**config.mk**
```make
export PLATFORM = sky130hd
export DESIGN_NAME = axi_lite_arbiter
export DESIGN_NICKNAME = d
export VERILOG_FILES = /design/src/source/mem_pkg.sv /design/src/source/axi_lite_arbiter.sv
export SDC_FILE = /design/constraint.sdc
export NUM_CORES = 1
export LEC_CHECK = 0
export CORE_AREA = 2 2 142 144
export DETAILED_ROUTE_END_ITERATION = 10
export DIE_AREA = 0 0 144 146
export DONT_BUFFER_PORTS = 1
export SETUP_SLACK_MARGIN = 0.05
export SYNTH_ARGS = -nofsm -noshare
export SYNTH_HDL_FRONTEND = slang
export SYNTH_SLANG_ARGS = --single-unit
```
**constraint.sdc**
```tcl
create_clock -name clk -period 4.1 [get_ports clk]
set_input_delay 0.82 -clock clk [delete_from_list [all_inputs] [get_ports clk]]
set_output_delay 0.82 -clock clk [all_outputs]
set_load 0.005 [all_outputs]
```
**src/source/mem_pkg.sv**
```systemverilog
package mem_pkg;

  localparam int ADDR_W = 32;
  localparam int DATA_W = 32;
  localparam int STRB_W = 4; // One bit per byte lane

  typedef enum logic [1:0] {
    RESP_OKAY   = 2'd0,
    RESP_SLVERR = 2'd2
  } resp_e;

  typedef struct packed {
    logic [ADDR_W-1:0] addr;
  } axi_ar_t;

  typedef struct packed {
    logic [ADDR_W-1:0] addr;
  } axi_aw_t;

  typedef struct packed {
    logic [DATA_W-1:0] data;
    logic [STRB_W-1:0] strb;
  } axi_w_t;

  typedef struct packed {
    logic [DATA_W-1:0] data;
    resp_e             resp;
  } axi_r_t;

  typedef struct packed {
    resp_e resp;
  } axi_b_t;

endpackage
```
**src/source/axi_lite_arbiter.sv**
```systemverilog
`timescale 1ns/1ps

module axi_lite_arbiter (
  input  logic             clk,
  input  logic             rst,

  input  mem_pkg::axi_ar_t if_ar,
  input  logic             if_ar_valid,
  output logic             if_ar_ready,
  output mem_pkg::axi_r_t  if_r,
  output logic             if_r_valid,
  input  logic             if_r_ready,

  input  mem_pkg::axi_ar_t dm_ar,
  input  logic             dm_ar_valid,
  output logic             dm_ar_ready,
  output mem_pkg::axi_r_t  dm_r,
  output logic             dm_r_valid,
  input  logic             dm_r_ready,
  input  mem_pkg::axi_aw_t dm_aw,
  input  logic             dm_aw_valid,
  output logic             dm_aw_ready,
  input  mem_pkg::axi_w_t  dm_w,
  input  logic             dm_w_valid,
  output logic             dm_w_ready,
  output mem_pkg::axi_b_t  dm_b,
  output logic             dm_b_valid,
  input  logic             dm_b_ready,

  output mem_pkg::axi_ar_t ar,
  output logic             ar_valid,
  input  logic             ar_ready,
  input  mem_pkg::axi_r_t  r,
  input  logic             r_valid,
  output logic             r_ready,
  output mem_pkg::axi_aw_t aw,
  output logic             aw_valid,
  input  logic             aw_ready,
  output mem_pkg::axi_w_t  w,
  output logic             w_valid,
  input  logic             w_ready,
  input  mem_pkg::axi_b_t  b,
  input  logic             b_valid,
  output logic             b_ready
);

  logic busy;    // A read is outstanding
  logic owner;   // 1 when the data master owns it
  logic last_dm; // Data master got the last grant
  logic sel_dm;

  // Round-robin: fetch wins a tie unless it was served last
  assign sel_dm = dm_ar_valid && (!if_ar_valid || !last_dm);

  always_ff @(posedge clk) begin
    if (rst) begin
      busy    <= 1'b0;
      owner   <= 1'b0;
      last_dm <= 1'b1;
    end else if (ar_valid && ar_ready) begin
      busy    <= 1'b1;
      owner   <= sel_dm;
      last_dm <= sel_dm;
    end else if (r_valid && r_ready) begin
      busy <= 1'b0;
    end
  end

  assign ar          = sel_dm ? dm_ar : if_ar;
  assign ar_valid    = !busy && (if_ar_valid || dm_ar_valid);
  assign if_ar_ready = !busy && !sel_dm && ar_ready;
  assign dm_ar_ready = !busy && sel_dm && ar_ready;

  assign if_r       = r;
  assign dm_r       = r;
  assign if_r_valid = r_valid && busy && !owner;
  assign dm_r_valid = r_valid && busy && owner;
  assign r_ready    = owner ? dm_r_ready : if_r_ready;

  // Write path belongs to the data master alone
  assign aw          = dm_aw;
  assign aw_valid    = dm_aw_valid;
  assign dm_aw_ready = aw_ready;
  assign w           = dm_w;
  assign w_valid     = dm_w_valid;
  assign dm_w_ready  = w_ready;
  assign dm_b        = b;
  assign dm_b_valid  = b_valid;
  assign b_ready     = dm_b_ready;

endmodule

```
==> flow_summary.yaml <==
status:
  outcome: "completed"
floorplanning:
  fp.coreArea_sq_um: 19300
  std_cell_rows: 51
  die_h_microns: 146
  fp.dieW_microns: 144
  floorplan.initialDensity: 0.0865
  floorplan.io_pins: 364
  die_area_sq_um: 21000
global_route:
  grt_max_degree: 36
  grt_util_all_layers: 0.0409
  via_count_of_the_first_global_routing_pass: 755
  global_route_wire_length_before_repair_mm: 5.80
  grt.overflow.total: 0
  grt_antenna_before_repair: 0
yosys:
  post_synth_and_or_nand_nor_area_fraction: 0.0374
  synth-seq-cells: 3
  yosysTopAreaCellShare: 0.646
  dominantRegCellSynth: "sky130_fd_sc_hd__dfxtp_1"
  avgSynthCellArea_sq_um: 8.32
  syn_inst: 201
  post-synth-top-area-cell: "sky130_fd_sc_hd__buf_4"
  number_of_distinct_library_cell_variants_in_the_gate_level_netlist_after_synthesis: 18
  synth_mux_area_frac: 0.222
  netlist_top_cells_area: "sky130_fd_sc_hd__buf_4, sky130_fd_sc_hd__mux2_2, sky130_fd_sc_hd__dfxtp_1"
  edff_count_synth: 0
  synth_sequential_area_ratio: 0.0359
  post_synth_most_frequent_cells: "sky130_fd_sc_hd__buf_4, sky130_fd_sc_hd__mux2_2, sky130_fd_sc_hd__nor2_1"
  synth.cell_area_sq_um: 1670
  yosys.area_share.xor_xnor: 0
  synth_top_family_by_area: "buffers and inverters"
  compound_gate_fraction_of_synth_area: 0.0292
  yosys_warnings: 0
  yosys.cell_count.top_type: "sky130_fd_sc_hd__buf_4"
  synth_fp_nets: 383
  synthAdderAreaFrac: 0
  synth_async_sr_flop_share: 0
placed_design:
  placement.io_buffers: 0
  place_worst_setup_slack_ps: 1450
  dp_cells: 320
  placed_instance_area_sq_um: 886
  finalWeightedCongestion: 0.566
clock_tree:
  cts_tree: "yes"
  root_buffer: "sky130_fd_sc_hd__clkbuf_16"
  ctsHtreeMaxLevel: 1
  post_cts_hold_buffer_count: 0
  path_clk_slew_ps: 30
  skew_pair_late_insertion_delay_ps: 220
  post_cts.resized_instances: 0
  cts_setup_buffers: 0
  cts_num_sinks: 3
  cts-buffers-inserted: 3
  max-clock-path-buffers: 2
cells_and_area:
  post_layout_nonfiller_instances: 324
  antenna-diode-count: 0
  fin_nets: 242
  syn_to_final_growth_pct: -42.3
  fill_cells: 2278
  finalInstanceArea_sq_um: 965
  finish.utilization: 0.0499
  post_route_cells_drive_above_1_share: 0.610
worst_setup_path:
  worstSetupPathDepth: 3
  critPathMaxStageDelay_ps: 430
  r2r_cells: 4
  crit_type: "in2out"
  timing.critical_path.max_delay_family: "multiplexers"
  arrival_ps: 1830
  cp_data_required_time_ps: 3280
  cp-end-kind: "output port"
  critical_path.max_fanout: 35
  worst-path-buf-inv: 1
  worstPathCellList: "a21boi_4, buf_4, mux2_2"
  worst_setup_path_start_kind: "primary input"
  cpMaxStageDelayCell: "sky130_fd_sc_hd__mux2_2"
timing:
  final_count_of_hold_timing_violations: 0
  final.hold.worst_slack_ps: 553
  worst_slack_ps: 1450
  tightest_slew_ps: 472
  min_period_over_period: 0.646
  report.final.setup_viol: 0
  fmax_mhz: 377
  fin_skew_ps: 0.681
  grt_setup_unrepaired: "false"
  tns_ps: 0
  period_needed_ps: 2650
  slew_viol_final: 0
  maxSlewHeadroom: 0.685
power_and_ir_drop:
  max_rail_drop_vdd_mv: 0.0918
  cellPowerDensity_nw_per_um2: 262
  power.leakage_nw: 0.241
  total_power_mw: 0.253
route:
  drtIter0Drc: 31
  routed_via_count: 715
  dr.pass1.iters: 4
  avgViaCountPerCell: 2.21
  drc: 0
  wl_per_cell_microns: 15.8
  totalWireLength_mm: 5.12
  detail-route-antenna-nets: 0
min_path:
  hold_path.class: "reg2reg"
  worst_hold_path.num_cells: 1
run:
  maxCapViolations: 0
-- report_power, final --
group | total (mW) | switching (mW) | internal [mW]
sequential | 0.0341 | 0.00256 | 0.0316
clock | 0.154 | 0.0260 | 0.128
combinational | 0.0642 | 0.0313 | 0.0329
total | 0.253 | 0.0599 | 0.193
-- flip-flops by register name, indices dropped and copies added (netlist names) --
signal	flops
owner	1
last_dm	1
busy	1
-- per-layer routing --
metal  part of all wire  GRT usage  routed length, microns
met2               0.41     0.0564                    2090
met4               0.10     0.0490                     528
met5                  0          0                       0
met3               0.21     0.0346                    1090
met1               0.27     0.0319                    1400
-- layout by cell type (no fill, tap or decap), drive strengths merged, types with 2 or more instances in the layout --
cell type,netlist,final
mux2,33,33
clkbuf,0,4
dfxtp,3,3
and3,2,2
nor2,5,5
-- worst reg2reg max path: stages (launching register included) --
cell,delay [ps]
sky130_fd_sc_hd__dfxtp_1,330
sky130_fd_sc_hd__a21boi_4,120
sky130_fd_sc_hd__buf_4,420
sky130_fd_sc_hd__a32oi_1,180
sky130_fd_sc_hd__nor2_1,100
-- final timing paths --
path                     from       to  slack (ps)
setup reg to reg      last_dm    owner        2880
hold reg to reg       last_dm  last_dm         550
hold / removal        last_dm  last_dm         550
setup / recovery  dm_ar_valid   ar[18]        1450
-- layout make-up --
cell class	instances	area, sq um	area share
timing repair buffer	1	7.51	0.00778
inverter	1	3.75	0.00389
multi-input combinational	50	483	0.501
clock buffer	4	78.8	0.0817
tap	265	332	0.344
sequential	3	60.1	0.0623
-- kinds of logic after synthesis --
| kind of cell | after synthesis |
|---|---|
| multiplexers | 33 |
| buffers and inverters | 148 |
| AND/OR/NAND/NOR | 12 |
| AO/OA/AOI/OAI | 5 |
| flip-flops | 3 |
(Power assumes the default switching activity.)
