--- config.mk ---
export PLATFORM = sky130hd
export DESIGN_NAME = sram_slave
export DESIGN_NICKNAME = d
export VERILOG_FILES = /design/src/source/mem_pkg.sv /design/src/source/sram_slave.sv /design/src/source/lfsr_delay.sv
export SDC_FILE = /design/constraint.sdc
export NUM_CORES = 1
export LEC_CHECK = 0
export BUFFER_PORTS_ARGS = -buffer_cell sky130_fd_sc_hd__buf_2
export CAP_MARGIN = 20
export CORE_AREA = 4 4 100 111
export DETAILED_ROUTE_END_ITERATION = 7
export DIE_AREA = 0 0 104 115
export PLACE_DENSITY = 0.87
export RECOVER_POWER = 50
export SYNTH_ARGS = -nofsm -noshare
export SYNTH_HDL_FRONTEND = slang
export SYNTH_SLANG_ARGS = --single-unit
--- constraint.sdc ---
create_clock -name clk -period 2.66 [get_ports clk]
set_input_delay 0.266 -clock clk [delete_from_list [all_inputs] [get_ports clk]]
set_output_delay 0.266 -clock clk [all_outputs]
set_load 0.05 [all_outputs]
--- src/source/mem_pkg.sv ---
package mem_pkg;

  localparam int ADDR_W = 32;
  localparam int DATA_W = 32;
  localparam int STRB_W = 4; // One bit per byte lane

  typedef enum logic [1:0] {
    RESP_OKAY   = 2'd0,
    RESP_SLVERR = 2'd2
  } resp_e;

  typedef struct packed {
    logic [ADDR_W-1:0] addr;
  } axi_ar_t;

  typedef struct packed {
    logic [ADDR_W-1:0] addr;
  } axi_aw_t;

  typedef struct packed {
    logic [DATA_W-1:0] data;
    logic [STRB_W-1:0] strb;
  } axi_w_t;

  typedef struct packed {
    logic [DATA_W-1:0] data;
    resp_e             resp;
  } axi_r_t;

  typedef struct packed {
    resp_e resp;
  } axi_b_t;

endpackage
--- src/source/sram_slave.sv ---
`timescale 1ns/1ps

module sram_slave #(
  parameter int DEPTH_WORDS = 256,
  parameter int DELAY_W     = 3
) (
  input  logic                           clk,
  input  logic                           rst,
  input  mem_pkg::axi_ar_t               ar,
  input  logic                           ar_valid,
  output logic                           ar_ready,
  output mem_pkg::axi_r_t                r,
  output logic                           r_valid,
  input  logic                           r_ready,
  input  mem_pkg::axi_aw_t               aw,
  input  logic                           aw_valid,
  output logic                           aw_ready,
  input  mem_pkg::axi_w_t                w,
  input  logic                           w_valid,
  output logic                           w_ready,
  output mem_pkg::axi_b_t                b,
  output logic                           b_valid,
  input  logic                           b_ready,
  output logic [$clog2(DEPTH_WORDS)-1:0] rd_addr,
  input  logic [mem_pkg::DATA_W-1:0]     rd_data,
  output logic                           wr_en,
  output logic [$clog2(DEPTH_WORDS)-1:0] wr_addr,
  output logic [mem_pkg::DATA_W-1:0]     wr_data,
  output logic [mem_pkg::STRB_W-1:0]     wr_strb
);
  import mem_pkg::*;

  localparam int IDX_W = $clog2(DEPTH_WORDS);
  localparam logic [ADDR_W-3:0] LIMIT = (ADDR_W-2)'(DEPTH_WORDS); // First invalid word

  typedef enum logic [1:0] {RD_IDLE, RD_WAIT, RD_FETCH, RD_RESP} rd_state_e;
  typedef enum logic [2:0] {WR_ADDR, WR_DATA, WR_WAIT, WR_WRITE, WR_RESP} wr_state_e;

  rd_state_e          rd_state;
  wr_state_e          wr_state;
  logic [DELAY_W-1:0] delay;
  logic [DELAY_W-1:0] rd_cnt;
  logic [DELAY_W-1:0] wr_cnt;
  logic [IDX_W-1:0]   rd_idx;
  logic [IDX_W-1:0]   wr_idx;
  logic               rd_err;
  logic               wr_err;
  logic               rd_fresh; // First respond cycle, array output live
  logic [DATA_W-1:0]  rd_hold;
  axi_w_t             w_q;

  lfsr_delay #(
    .DELAY_W(DELAY_W)
  ) u_lfsr (
    .clk  (clk),
    .rst  (rst),
    .delay(delay)
  );

  always_ff @(posedge clk) begin
    if (rst) begin
      rd_state <= RD_IDLE;
      rd_cnt   <= '0;
      rd_fresh <= 1'b0;
    end else begin
      rd_fresh <= 1'b0;
      case (rd_state)
        RD_IDLE: begin
          if (ar_valid) begin
            rd_cnt   <= delay;
            rd_state <= (delay == '0) ? RD_FETCH : RD_WAIT;
          end
        end
        RD_WAIT: begin
          rd_cnt <= rd_cnt - 1'b1;
          if (rd_cnt <= DELAY_W'(1)) rd_state <= RD_FETCH;
        end
        RD_FETCH: begin
          rd_fresh <= 1'b1;
          rd_state <= RD_RESP;
        end
        default: begin
          if (r_ready) rd_state <= RD_IDLE;
        end
      endcase
    end
  end

  always_ff @(posedge clk) begin
    if (ar_valid && ar_ready) begin
      rd_idx <= ar.addr[IDX_W+1:2];
      rd_err <= (ar.addr[ADDR_W-1:2] >= LIMIT);
    end
    if (rd_fresh) rd_hold <= rd_data; // Keep payload stable under back-pressure
  end

  always_ff @(posedge clk) begin
    if (rst) begin
      wr_state <= WR_ADDR;
      wr_cnt   <= '0;
    end else begin
      case (wr_state)
        WR_ADDR: begin
          if (aw_valid) wr_state <= WR_DATA;
        end
        WR_DATA: begin
          if (w_valid) begin
            wr_cnt   <= delay;
            wr_state <= (delay == '0) ? WR_WRITE : WR_WAIT;
          end
        end
        WR_WAIT: begin
          wr_cnt <= wr_cnt - 1'b1;
          if (wr_cnt <= DELAY_W'(1)) wr_state <= WR_WRITE;
        end
        WR_WRITE: wr_state <= WR_RESP;
        default: begin
          if (b_ready) wr_state <= WR_ADDR;
        end
      endcase
    end
  end

  always_ff @(posedge clk) begin
    if (aw_valid && aw_ready) begin
      wr_idx <= aw.addr[IDX_W+1:2];
      wr_err <= (aw.addr[ADDR_W-1:2] >= LIMIT);
    end
    if (w_valid && w_ready) w_q <= w;
  end

  always_comb begin
    r.resp = rd_err ? RESP_SLVERR : RESP_OKAY;
    if (rd_err) begin
      r.data = '0;
    end else if (rd_fresh) begin
      r.data = rd_data;
    end else begin
      r.data = rd_hold;
    end
  end

  assign ar_ready = (rd_state == RD_IDLE);
  assign r_valid  = (rd_state == RD_RESP);
  assign rd_addr  = rd_idx;

  assign aw_ready = (wr_state == WR_ADDR);
  assign w_ready  = (wr_state == WR_DATA);
  assign b_valid  = (wr_state == WR_RESP);
  assign b.resp   = wr_err ? RESP_SLVERR : RESP_OKAY;

  assign wr_en   = (wr_state == WR_WRITE) && !wr_err; // Out of range leaves memory alone
  assign wr_addr = wr_idx;
  assign wr_data = w_q.data;
  assign wr_strb = w_q.strb;

endmodule

--- src/source/lfsr_delay.sv ---
`timescale 1ns/1ps

module lfsr_delay #(
  parameter int DELAY_W = 3
) (
  input  logic               clk,
  input  logic               rst,
  output logic [DELAY_W-1:0] delay
);

  localparam logic [15:0] SEED = 16'hACE1;
  localparam logic [15:0] TAPS = 16'hB400; // x^16 + x^14 + x^13 + x^11 + 1

  logic [15:0] lfsr;

  // Galois form, shifts right every cycle
  always_ff @(posedge clk) begin
    if (rst) begin
      lfsr <= SEED;
    end else if (lfsr[0]) begin
      lfsr <= {1'b0, lfsr[15:1]} ^ TAPS;
    end else begin
      lfsr <= {1'b0, lfsr[15:1]};
    end
  end

  assign delay = lfsr[DELAY_W-1:0]; // Low bits as wait count

endmodule

==> impl_metrics.csv, run 1 <==
group,metric,value,unit
clock_tree,cts_tree,"yes",
min_path,hold_end,"rd_hold[17]",
min_path,worstHoldPathType,"in2reg",
finish,area_growth,59.4,%
timing,max_freq,452,MHz
synthesis,ys_seq_area_share,65.8,%
synthesis,synth_seq_cells,114,
floorplanning,start_util,43.4,%
power_and_ir_drop,irDropWorstVdd,0.000752,V
finish,fill_cells,718,
routing,vias,3585,
timing,hold_viol,0,
floorplanning,die_w,104,um
timing,fin_skew,5.40,ps
finish,diodes,0,
routing,wl,11900,um
clock_tree,cts.path.max_buffers,2,
power_and_ir_drop,swShare,27.8,%
timing,setup_viol,0,
routing,viasPerCell,4.71,
synthesis,synth_edf_count,54,
floorplanning,rows,38,
routing,drt_iter0_markers,212,
min_path,hp-start,"rd_data[17]",
finish,multi_input_area,1350,um2
synthesis,synthCells,319,
synthesis,synth_top_cell_area_share,37.8,%
power_and_ir_drop,intPower,4.27,mW
synthesis,yosysTopAreaCell,"edfxtp_1",
power_and_ir_drop,leakage,2.92,nW
run_status,status,"completed",
finish,final_util,69.2,%
setup_path,rr_worst_depth,2,
synthesis,async_flop_share,0,%
power_and_ir_drop,clkPwrFrac,37.0,%
min_path,hold_path_depth,2,
placed_design,port_buffers,226,
setup_path,crit_path_start_kind,"flop",
clock_tree,cts_made_buffers,17,
placed_design,gp_congestion,0.794,
setup_path,r2r_start,"wr_state[0]",
floorplanning,die_area,12000,um2
routing,dr.pass1.iters,4,
clock_tree,cts-htree-levels,4,
routing,ant_nets,0,
grt,grt_pass1_vias,3817,
setup_path,r2r-end,"wr_data[16]",
synthesis,synthFlopType,"dfxtp_1",
grt,track_usage,19.8,%
grt,grt_max_degree,37,
finish,seq_area,2820,um2
routing,drc_errors,0,
setup_path,worstSetupPathType,"reg2out",
setup_path,crit_required,2390,ps
power_and_ir_drop,p_sw,1.65,mW
clock_tree,clock-sinks,114,
floorplanning,die_y,115,um
floorplanning,io_pins,233,
synthesis,yosys_warnings,0,
timing,tns,0,ps
timing,report.final.slew_viol_count,0,
grt,grt_pass1_wl,18600,um
synthesis,synthTopCellsByArea,"edfxtp_1, dfxtp_1, mux2_2",
finish,mostFrequentLayoutCell,"buf_2",
timing,rsz0062_at_grt,"false",
grt,antenna_found_initial,0,
clock_tree,cts-root-buf,"clkbuf_8",
finish,layout_common_cells,"buf_2, dlygate4sd3_1, dfxtp_1, edfxtp_1, nor2b_1",
timing,finalCritPeriodShare,83.2,%
setup_path,regToRegSetupSlack,910,ps
synthesis,avgSynthCellArea,13.5,um2
synthesis,synth.distinct_cells,39,
placed_design,hpwl,7570,um
synthesis,netlist_area,4290,um2
grt,grt-ovfl-total,0,
setup_path,cp.arrival,1950,ps
routing,avgRoutedWirePerCell,15.6,um
finish,nNetsFinal,775,
setup_path,crit_path_max_fanout,32,
clock_tree,clk_pin_slew,50,ps
clock_tree,insertion_delay,490,ps
power_and_ir_drop,pwr-share-seq,40.2,%
run,drv_cap,0,
finish,drive_above_1_share,39.9,%
timing,relSlewSlack,57.5,%
power_and_ir_drop,p_comb_share,22.8,%
setup_path,worstSetupEndpointType,"output port",
floorplanning,core-area,9890,um2
power_and_ir_drop,power_density,866,nW/um2
timing,tightestPinTransition,635,ps
timing,period_needed,2210,ps
## cell type report
type / instances / area share [%]
clock inverter: 14 / 2.40
tap: 120 / 2.19
multi-input combinational: 178 / 19.7
timing repair buffer: 308 / 27.9
sequential: 114 / 41.3
inverter: 9 / 0.494
clock buffer: 18 / 6.11
## what timing repair did
item	in CTS	in global routing
buffers inserted	0	0
resized for setup	0	0
hold endpoints to repair	78	1
hold buffers	78	1
## state kept, by name, indices dropped and copies added (netlist names)
register,cells
rd_cnt,3
u_lfsr.lfsr,16
wr_cnt,3
rd_fresh,1
wr_data,32
rd_hold,32
rd_state,2
rd_err,1
wr_state,3
wr_strb,4
wr_addr,8
rd_addr,8
wr_err,1
## layer usage
metal	global-route usage, %	vias to the layer above	wire length, um
li1	-	1744	-
met1	19.6	1699	4200
met2	38.3	119	6820
met3	5.95	23	577
met4	8.60	0	288
met5	0	-	0
## power groups by stage
stage / logic, mW / registers (mW) / clock network [mW]
2_1_floorplan: 0.779 / 2.58 / 0
3_3_place_gp: 1.22 / 2.38 / 0
3_5_place_dp: 1.28 / 2.41 / 0
4_1_cts: 1.38 / 2.38 / 2.23
5_1_grt: 1.47 / 2.42 / 2.33
6_report: 1.35 / 2.38 / 2.19
## cells by family (layout without fill, tap and decap cells)
kind of cell	after synthesis	count (layout)	synth area share, %
flip-flops	114	114	65.8
AND/OR/NAND/NOR	101	101	14.4
multiplexers	40	40	10.3
buffers and inverters	28	349	2.97
AO/OA/AOI/OAI	24	24	3.53
adder cells (fa/ha/maj)	8	8	2.33
XOR/XNOR	3	3	0.612
other	1	2	0.0874
## cells in the mapped netlist, types with 8 or more instances
master and count:
clkbuf_1 9, dfxtp_1 60, edfxtp_1 54, ha_1 8, inv_1 9, mux2_2 30
nor2_1 11, nor2b_1 44, nor4_1 9, o21ai_0 8
## metrics by stage
step / cell area [um2] / hold WS (ps) / setup slack [ps] / total power [mW] / cells
4_1_cts: 6870 / 1.47 / 428 / 5.98 / 760
3_5_place_dp: 5510 / 395 / 940 / 3.69 / 650
6_report: 6840 / 24.2 / 447 / 5.92 / 761
5_1_grt: 6840 / 2.24 / 341 / 6.22 / 761
2_1_floorplan: 4300 / 365 / 229 / 3.36 / 320
3_3_place_gp: 5510 / 395 / 985 / 3.60 / 650
## worst max-delay path, cell delays in order, from the launching register on
cell     delay (ps)
dfxtp_1         300
buf_4           360
mux2_2          390
nor2b_1         150
buf_2           230
## how the worst max path moves through the flow
stage / startpoint / end / slack, ps
5_1_grt: rd_fresh / r[23] / 340
3_3_place_gp: wr_state[0] / wr_data[6] / 990
3_5_place_dp: wr_state[0] / wr_data[12] / 940
6_report: rd_fresh / r[23] / 450
2_1_floorplan: wr_state[0] / wr_addr[0] / 230
4_1_cts: rd_fresh / r[18] / 430
(Power assumes the default switching activity.)
==> inputs of run 2 (changes only) <==
clock period = 2.2 ns   (was 2.66 ns; I/O delays follow)
==> run 2 against run 1 <==
Against the previous run:
- critical path depth is the same
- combinational power grew 25%
- non-clock buffer count grew 7
- critical endpoint is now r[2]
==> impl_metrics.csv, run 2 (synthesis results as in run 1) <==
group,metric,value,unit
timing,finalCritPeriodShare,97.1,%
finish,mostFrequentLayoutCell,"buf_2",
run,drv_cap,0,
setup_path,crit_chain,"buf_6 > mux2_1 > nor2b_1 > buf_2",
floorplanning,die_area,12000,um2
finish,final_cell_area,6920,um2
setup_path,rr_worst_depth,5,
setup_path,crit_required,1980,ps
power_and_ir_drop,power_density,1030,nW/um2
grt,grt-ovfl-total,0,
finish,nNetsFinal,782,
clock_tree,insertion_delay,500,ps
timing,hold_viol,0,
clock_tree,cts-htree-levels,4,
clock_tree,cts_setup_buffers,0,
grt,antenna_found_initial,0,
power_and_ir_drop,leakage,2.96,nW
min_path,hold_path_depth,2,
timing,max_freq,468,MHz
floorplanning,die_w,104,um
setup_path,worstSetupEndpointType,"output port",
routing,wl,13200,um
timing,period_needed,2140,ps
routing,avgRoutedWirePerCell,17.2,um
grt,track_usage,22.1,%
setup_path,worstSetupPathType,"reg2out",
clock_tree,cts_tree,"yes",
timing,rsz0062_at_grt,"false",
setup_path,r2r-end,"rd_cnt[0]",
routing,drt_iter0_markers,166,
timing,relSlewSlack,55.0,%
timing,tightestPinTransition,677,ps
floorplanning,rows,38,
timing,fin_skew,6.75,ps
min_path,worstHoldPathType,"in2reg",
setup_path,cp_slowest_cell,"mux2_1",
clock_tree,clk_pin_slew,50,ps
setup_path,crit_path_max_fanout,32,
routing,viasPerCell,4.86,
routing,vias,3736,
finish,drive_above_1_share,39.2,%
min_path,hold_end,"rd_err",
setup_path,r2r_start,"rd_state[1]",
routing,ant_nets,0,
finish,area_growth,61.2,%
routing,drc_errors,0,
min_path,hp-start,"ar[23]",
run_status,status,"completed",
placed_design,dpl_worst_slack,544,ps
setup_path,critical_path.top_delay_family,"buffers and inverters",
placed_design,port_buffers,226,
setup_path,cp.arrival,1920,ps
floorplanning,start_util,43.4,%
timing,setup_viol,0,
placed_design,gp_congestion,0.815,
setup_path,regToRegSetupSlack,510,ps
finish,final_util,70.0,%
setup_path,crit_path_start_kind,"flop",
clock_tree,cts-root-buf,"clkbuf_8",
finish,layout_common_cells,"buf_2, dlygate4sd3_1, dfxtp_1, edfxtp_1, nor2b_1",
clock_tree,cts.path.max_buffers,2,
routing,dr.pass1.iters,5,
grt,grt_max_degree,37,
power_and_ir_drop,irDropWorstVdd,0.000728,V
floorplanning,die_y,115,um
timing,tns,0,ps
grt,grt_pass1_wl,20600,um
placed_design,hpwl,8240,um
setup_path,cp_num_buf_inv,2,
floorplanning,io_pins,233,
floorplanning,core-area,9890,um2
clock_tree,cts_made_buffers,17,
placed_design,place_area,5520,um2
setup_path,critPathMaxStageDelay,410,ps
timing,report.final.slew_viol_count,0,
grt,grt_pass1_vias,4076,
timing,layout_setup_ws,64.6,ps
setup_path,setup.worst_path.start,"rd_fresh",
clock_tree,clock-sinks,114,
timing,whs,45.3,ps
## run 2: changes by cell type in the layout (fill, tap and decap cells not counted), moves of 2 or more
cell	before	now
dlygate4sd3_1	79	86
buf_2	196	191
clkbuf_1	30	34
clkinvlp_4	5	1
bufinv_16	3	1
inv_4	0	3
clkbuf_8	1	3
buf_4	3	1
## run 2: through the flow
| stage | std cells | power (mW) |
|---|---|---|
| after floorplan | 320 | 4.07 |
| after global placement | 650 | 4.37 |
| after detailed placement | 650 | 4.49 |
| after CTS | 768 | 7.21 |
| after global routing | 768 | 7.49 |
| final | 769 | 7.16 |
## run 2: final cells by class
cell class / instances / area [um2]
multi-input cells: 178 / 1350
inverters: 9 / 33.8
clock inverters: 11 / 97.6
repair buffers: 315 / 1990
fillers: 672 / 2970
clock buffers: 21 / 474
well taps: 120 / 150
flip-flops and latches: 114 / 2820
diodes: 1 / 2.50
## run 2: how the worst max path moves through the flow
stage                     slack [ps]  cells past startpoint         end
after floorplan                  170                      2     b_valid
after global placement           580                      4       r[21]
after detailed placement         540                      3  rd_addr[4]
after CTS                         80                      4       r[11]
after global routing              10                      4       r[14]
final                             60                      4        r[2]
## run 2: routing by layer
metal | wire length [um] | vias to the layer above | global-route usage (%)
met5 | 0 | - | 0
met4 | 172 | 0 | 7.62
met3 | 902 | 17 | 7.24
met2 | 7460 | 181 | 42.7
met1 | 4710 | 1778 | 22.3
li1 | - | 1760 | -
## run 2: report_power, final
group	switching (mW)	internal, mW	leakage, nW	total (mW)
clock network	0.948	1.64	0.288	2.59
logic	0.935	0.754	1.67	1.69
registers	0.177	2.71	0.998	2.89
## run 2: repair_timing
item	CTS	global route
resized for setup	1	1
endpoints found under the hold margin	85	0
gates cloned	0	0
setup endpoints to repair	1	1
hold buffers	86	0
==> inputs of run 3 (changes only) <==
==> constraint.sdc (replaced) <==
create_clock -name clk -period 2.2 [get_ports clk]
set_input_delay 0.22 -clock clk [delete_from_list [all_inputs] [get_ports clk]]
set_output_delay 0.22 -clock clk [all_outputs]
set_load 0.02 [all_outputs]
==> run 3 against run 2 <==
Against the previous run:
- via count is 2.6% lower
- maximum frequency is 1.5% higher
- register-to-register slack better by 20 ps
- highest routed layer unchanged
- count of clock-buffer cells in the layout is 4 lower
- flip-flop and latch count stayed put
- first-iteration DRC count is 1.2% higher
- cell count is 0.39% higher
- clock skew is 1.7 ps higher
- wire length is 7.9% lower
==> impl_metrics.csv, run 3 (synthesis results as in run 1) <==
group,metric,value,unit
timing,tns,0,ps
clock_tree,clock-sinks,114,
floorplanning,die_area,12000,um2
timing,report.final.slew_viol_count,0,
setup_path,crit_path_max_fanout,32,
floorplanning,rows,38,
placed_design,port_buffers,226,
placed_design,hpwl,7470,um
setup_path,crit_path_start_kind,"flop",
setup_path,worstSetupEndpointType,"output port",
timing,hold_viol,0,
power_and_ir_drop,swShare,25.8,%
clock_tree,insertion_delay,490,ps
clock_tree,cts_tree,"yes",
finish,fin_cells,772,
power_and_ir_drop,power_density,1010,nW/um2
timing,relSlewSlack,58.0,%
timing,layout_setup_ws,97.1,ps
power_and_ir_drop,intPower,5.21,mW
power_and_ir_drop,p_comb_share,20.5,%
clock_tree,cts_made_buffers,17,
min_path,hold_path_depth,4,
power_and_ir_drop,irDropWorstVdd,0.000589,V
finish,nNetsFinal,784,
clock_tree,clk_pin_slew,50,ps
routing,drt_iter0_markers,168,
finish,mostFrequentLayoutCell,"buf_2",
run,drv_cap,0,
finish,area_growth,62.2,%
timing,finalCritPeriodShare,95.6,%
grt,grt_pass1_wl,19000,um
clock_tree,cts-root-buf,"clkbuf_8",
finish,drive_above_1_share,40.0,%
placed_design,gp_congestion,0.793,
timing,tightestPinTransition,629,ps
power_and_ir_drop,leakage,2.96,nW
min_path,hold_end,"wr_state[1]",
finish,layout_common_cells,"buf_2, dlygate4sd3_1, dfxtp_1, edfxtp_1, nor2b_1",
floorplanning,core-area,9890,um2
grt,grt_max_degree,37,
routing,wl,12200,um
setup_path,cp.arrival,1880,ps
finish,seq_area,2820,um2
routing,viasPerCell,4.71,
min_path,worstHoldPathType,"in2reg",
grt,grt-ovfl-total,0,
routing,vias,3639,
timing,fin_skew,8.44,ps
grt,track_usage,20.2,%
setup_path,regToRegSetupSlack,530,ps
grt,antenna_found_initial,0,
clock_tree,cts-htree-levels,4,
finish,multi_input_area,1350,um2
timing,max_freq,476,MHz
run_status,status,"completed",
timing,period_needed,2100,ps
finish,fill_cells,663,
placed_design,dpl_worst_slack,560,ps
routing,dr.pass1.iters,4,
setup_path,rr_worst_depth,5,
setup_path,worstSetupPathType,"reg2out",
power_and_ir_drop,p_sw,1.81,mW
placed_design,dp_cells,650,
setup_path,crit_required,1980,ps
floorplanning,die_y,115,um
floorplanning,die_w,104,um
clock_tree,cts.path.max_buffers,2,
setup_path,r2r_start,"rd_state[1]",
min_path,hp-start,"b_ready",
routing,avgRoutedWirePerCell,15.8,um
floorplanning,start_util,43.4,%
timing,setup_viol,0,
power_and_ir_drop,clkPwrFrac,38.5,%
timing,rsz0062_at_grt,"false",
routing,drc_errors,0,
routing,ant_nets,0,
setup_path,r2r-end,"rd_state[0]",
finish,final_util,70.4,%
floorplanning,io_pins,233,
power_and_ir_drop,pwr-share-seq,41.0,%
grt,grt_pass1_vias,3887,
==> run 3: cell types whose count changed in the layout (fill, tap and decap cells not counted), moves of 2 or more <==
cell,delta
buf_2,+2
bufinv_16,+2
clkbuf_1,-3
clkbuf_8,-2
clkinv_4,+3
clkinvlp_4,+2
dlygate4sd3_1,+2
inv_4,-3
mux2_1,-6
mux2_2,+6
==> run 3: final cells by class <==
class / instances / area share (%)
antenna: 2 / 0.0719
clock buffer: 17 / 5.95
clock inverter: 15 / 2.64
inverter: 9 / 0.485
multi-input combinational: 178 / 19.3
sequential: 114 / 40.5
tap: 120 / 2.16
timing repair buffer: 317 / 28.8
==> run 3: routing by layer <==
metal | wire length, um | share of wire (%) | track usage (%)
met1 | 4280 | 35 | 19.7
met2 | 7110 | 58 | 40.5
met3 | 573 | 4.7 | 4.83
met5 | 0 | 0 | 0
met4 | 219 | 1.8 | 8.69
==> run 3: how the worst max path moves through the flow <==
stage / startpoint / to / slack [ps]
6_report: rd_fresh / r[28] / 100
5_1_grt: rd_fresh / r[28] / 1
4_1_cts: rd_fresh / r[27] / 70
3_5_place_dp: rd_state[1] / rd_cnt[0] / 560
3_3_place_gp: rd_state[1] / rd_state[0] / 600
2_1_floorplan: wr_state[0] / wr_cnt[1] / 340
==> run 3: metrics by stage <==
| step | hold WS (ps) | area (um2) | total power [mW] |
|---|---|---|---|
| after global routing | 114 | 6960 | 7.38 |
| after global placement | 395 | 5520 | 4.13 |
| final | 99.8 | 6960 | 7.02 |
| after floorplan | 319 | 4300 | 3.84 |
| after CTS | 65.1 | 7000 | 7.11 |
| after detailed placement | 397 | 5520 | 4.25 |
==> run 3: worst max-delay path: stages, from the launching register on <==
cell,delay (ps)
dfxtp_1,300
buf_4,360
mux2_2,400
nor2b_1,140
buf_2,180
==> run 3: repair_timing <==
| action | 4_1_cts | 5_1_grt |
|---|---|---|
| endpoints found under the hold margin | 86 | 0 |
| buffers inserted | 0 | 0 |
| resized for setup | 0 | 0 |
| setup endpoints to repair | 0 | 0 |
| hold buffers | 88 | 0 |
==> run 3: power groups by stage <==
stage / logic (mW) / registers (mW) / clock network, mW
after floorplan: 0.880 / 2.96 / 0
after global placement: 1.25 / 2.88 / 0
after detailed placement: 1.33 / 2.92 / 0
after CTS: 1.46 / 2.88 / 2.77
after global routing: 1.57 / 2.93 / 2.87
final: 1.44 / 2.88 / 2.70
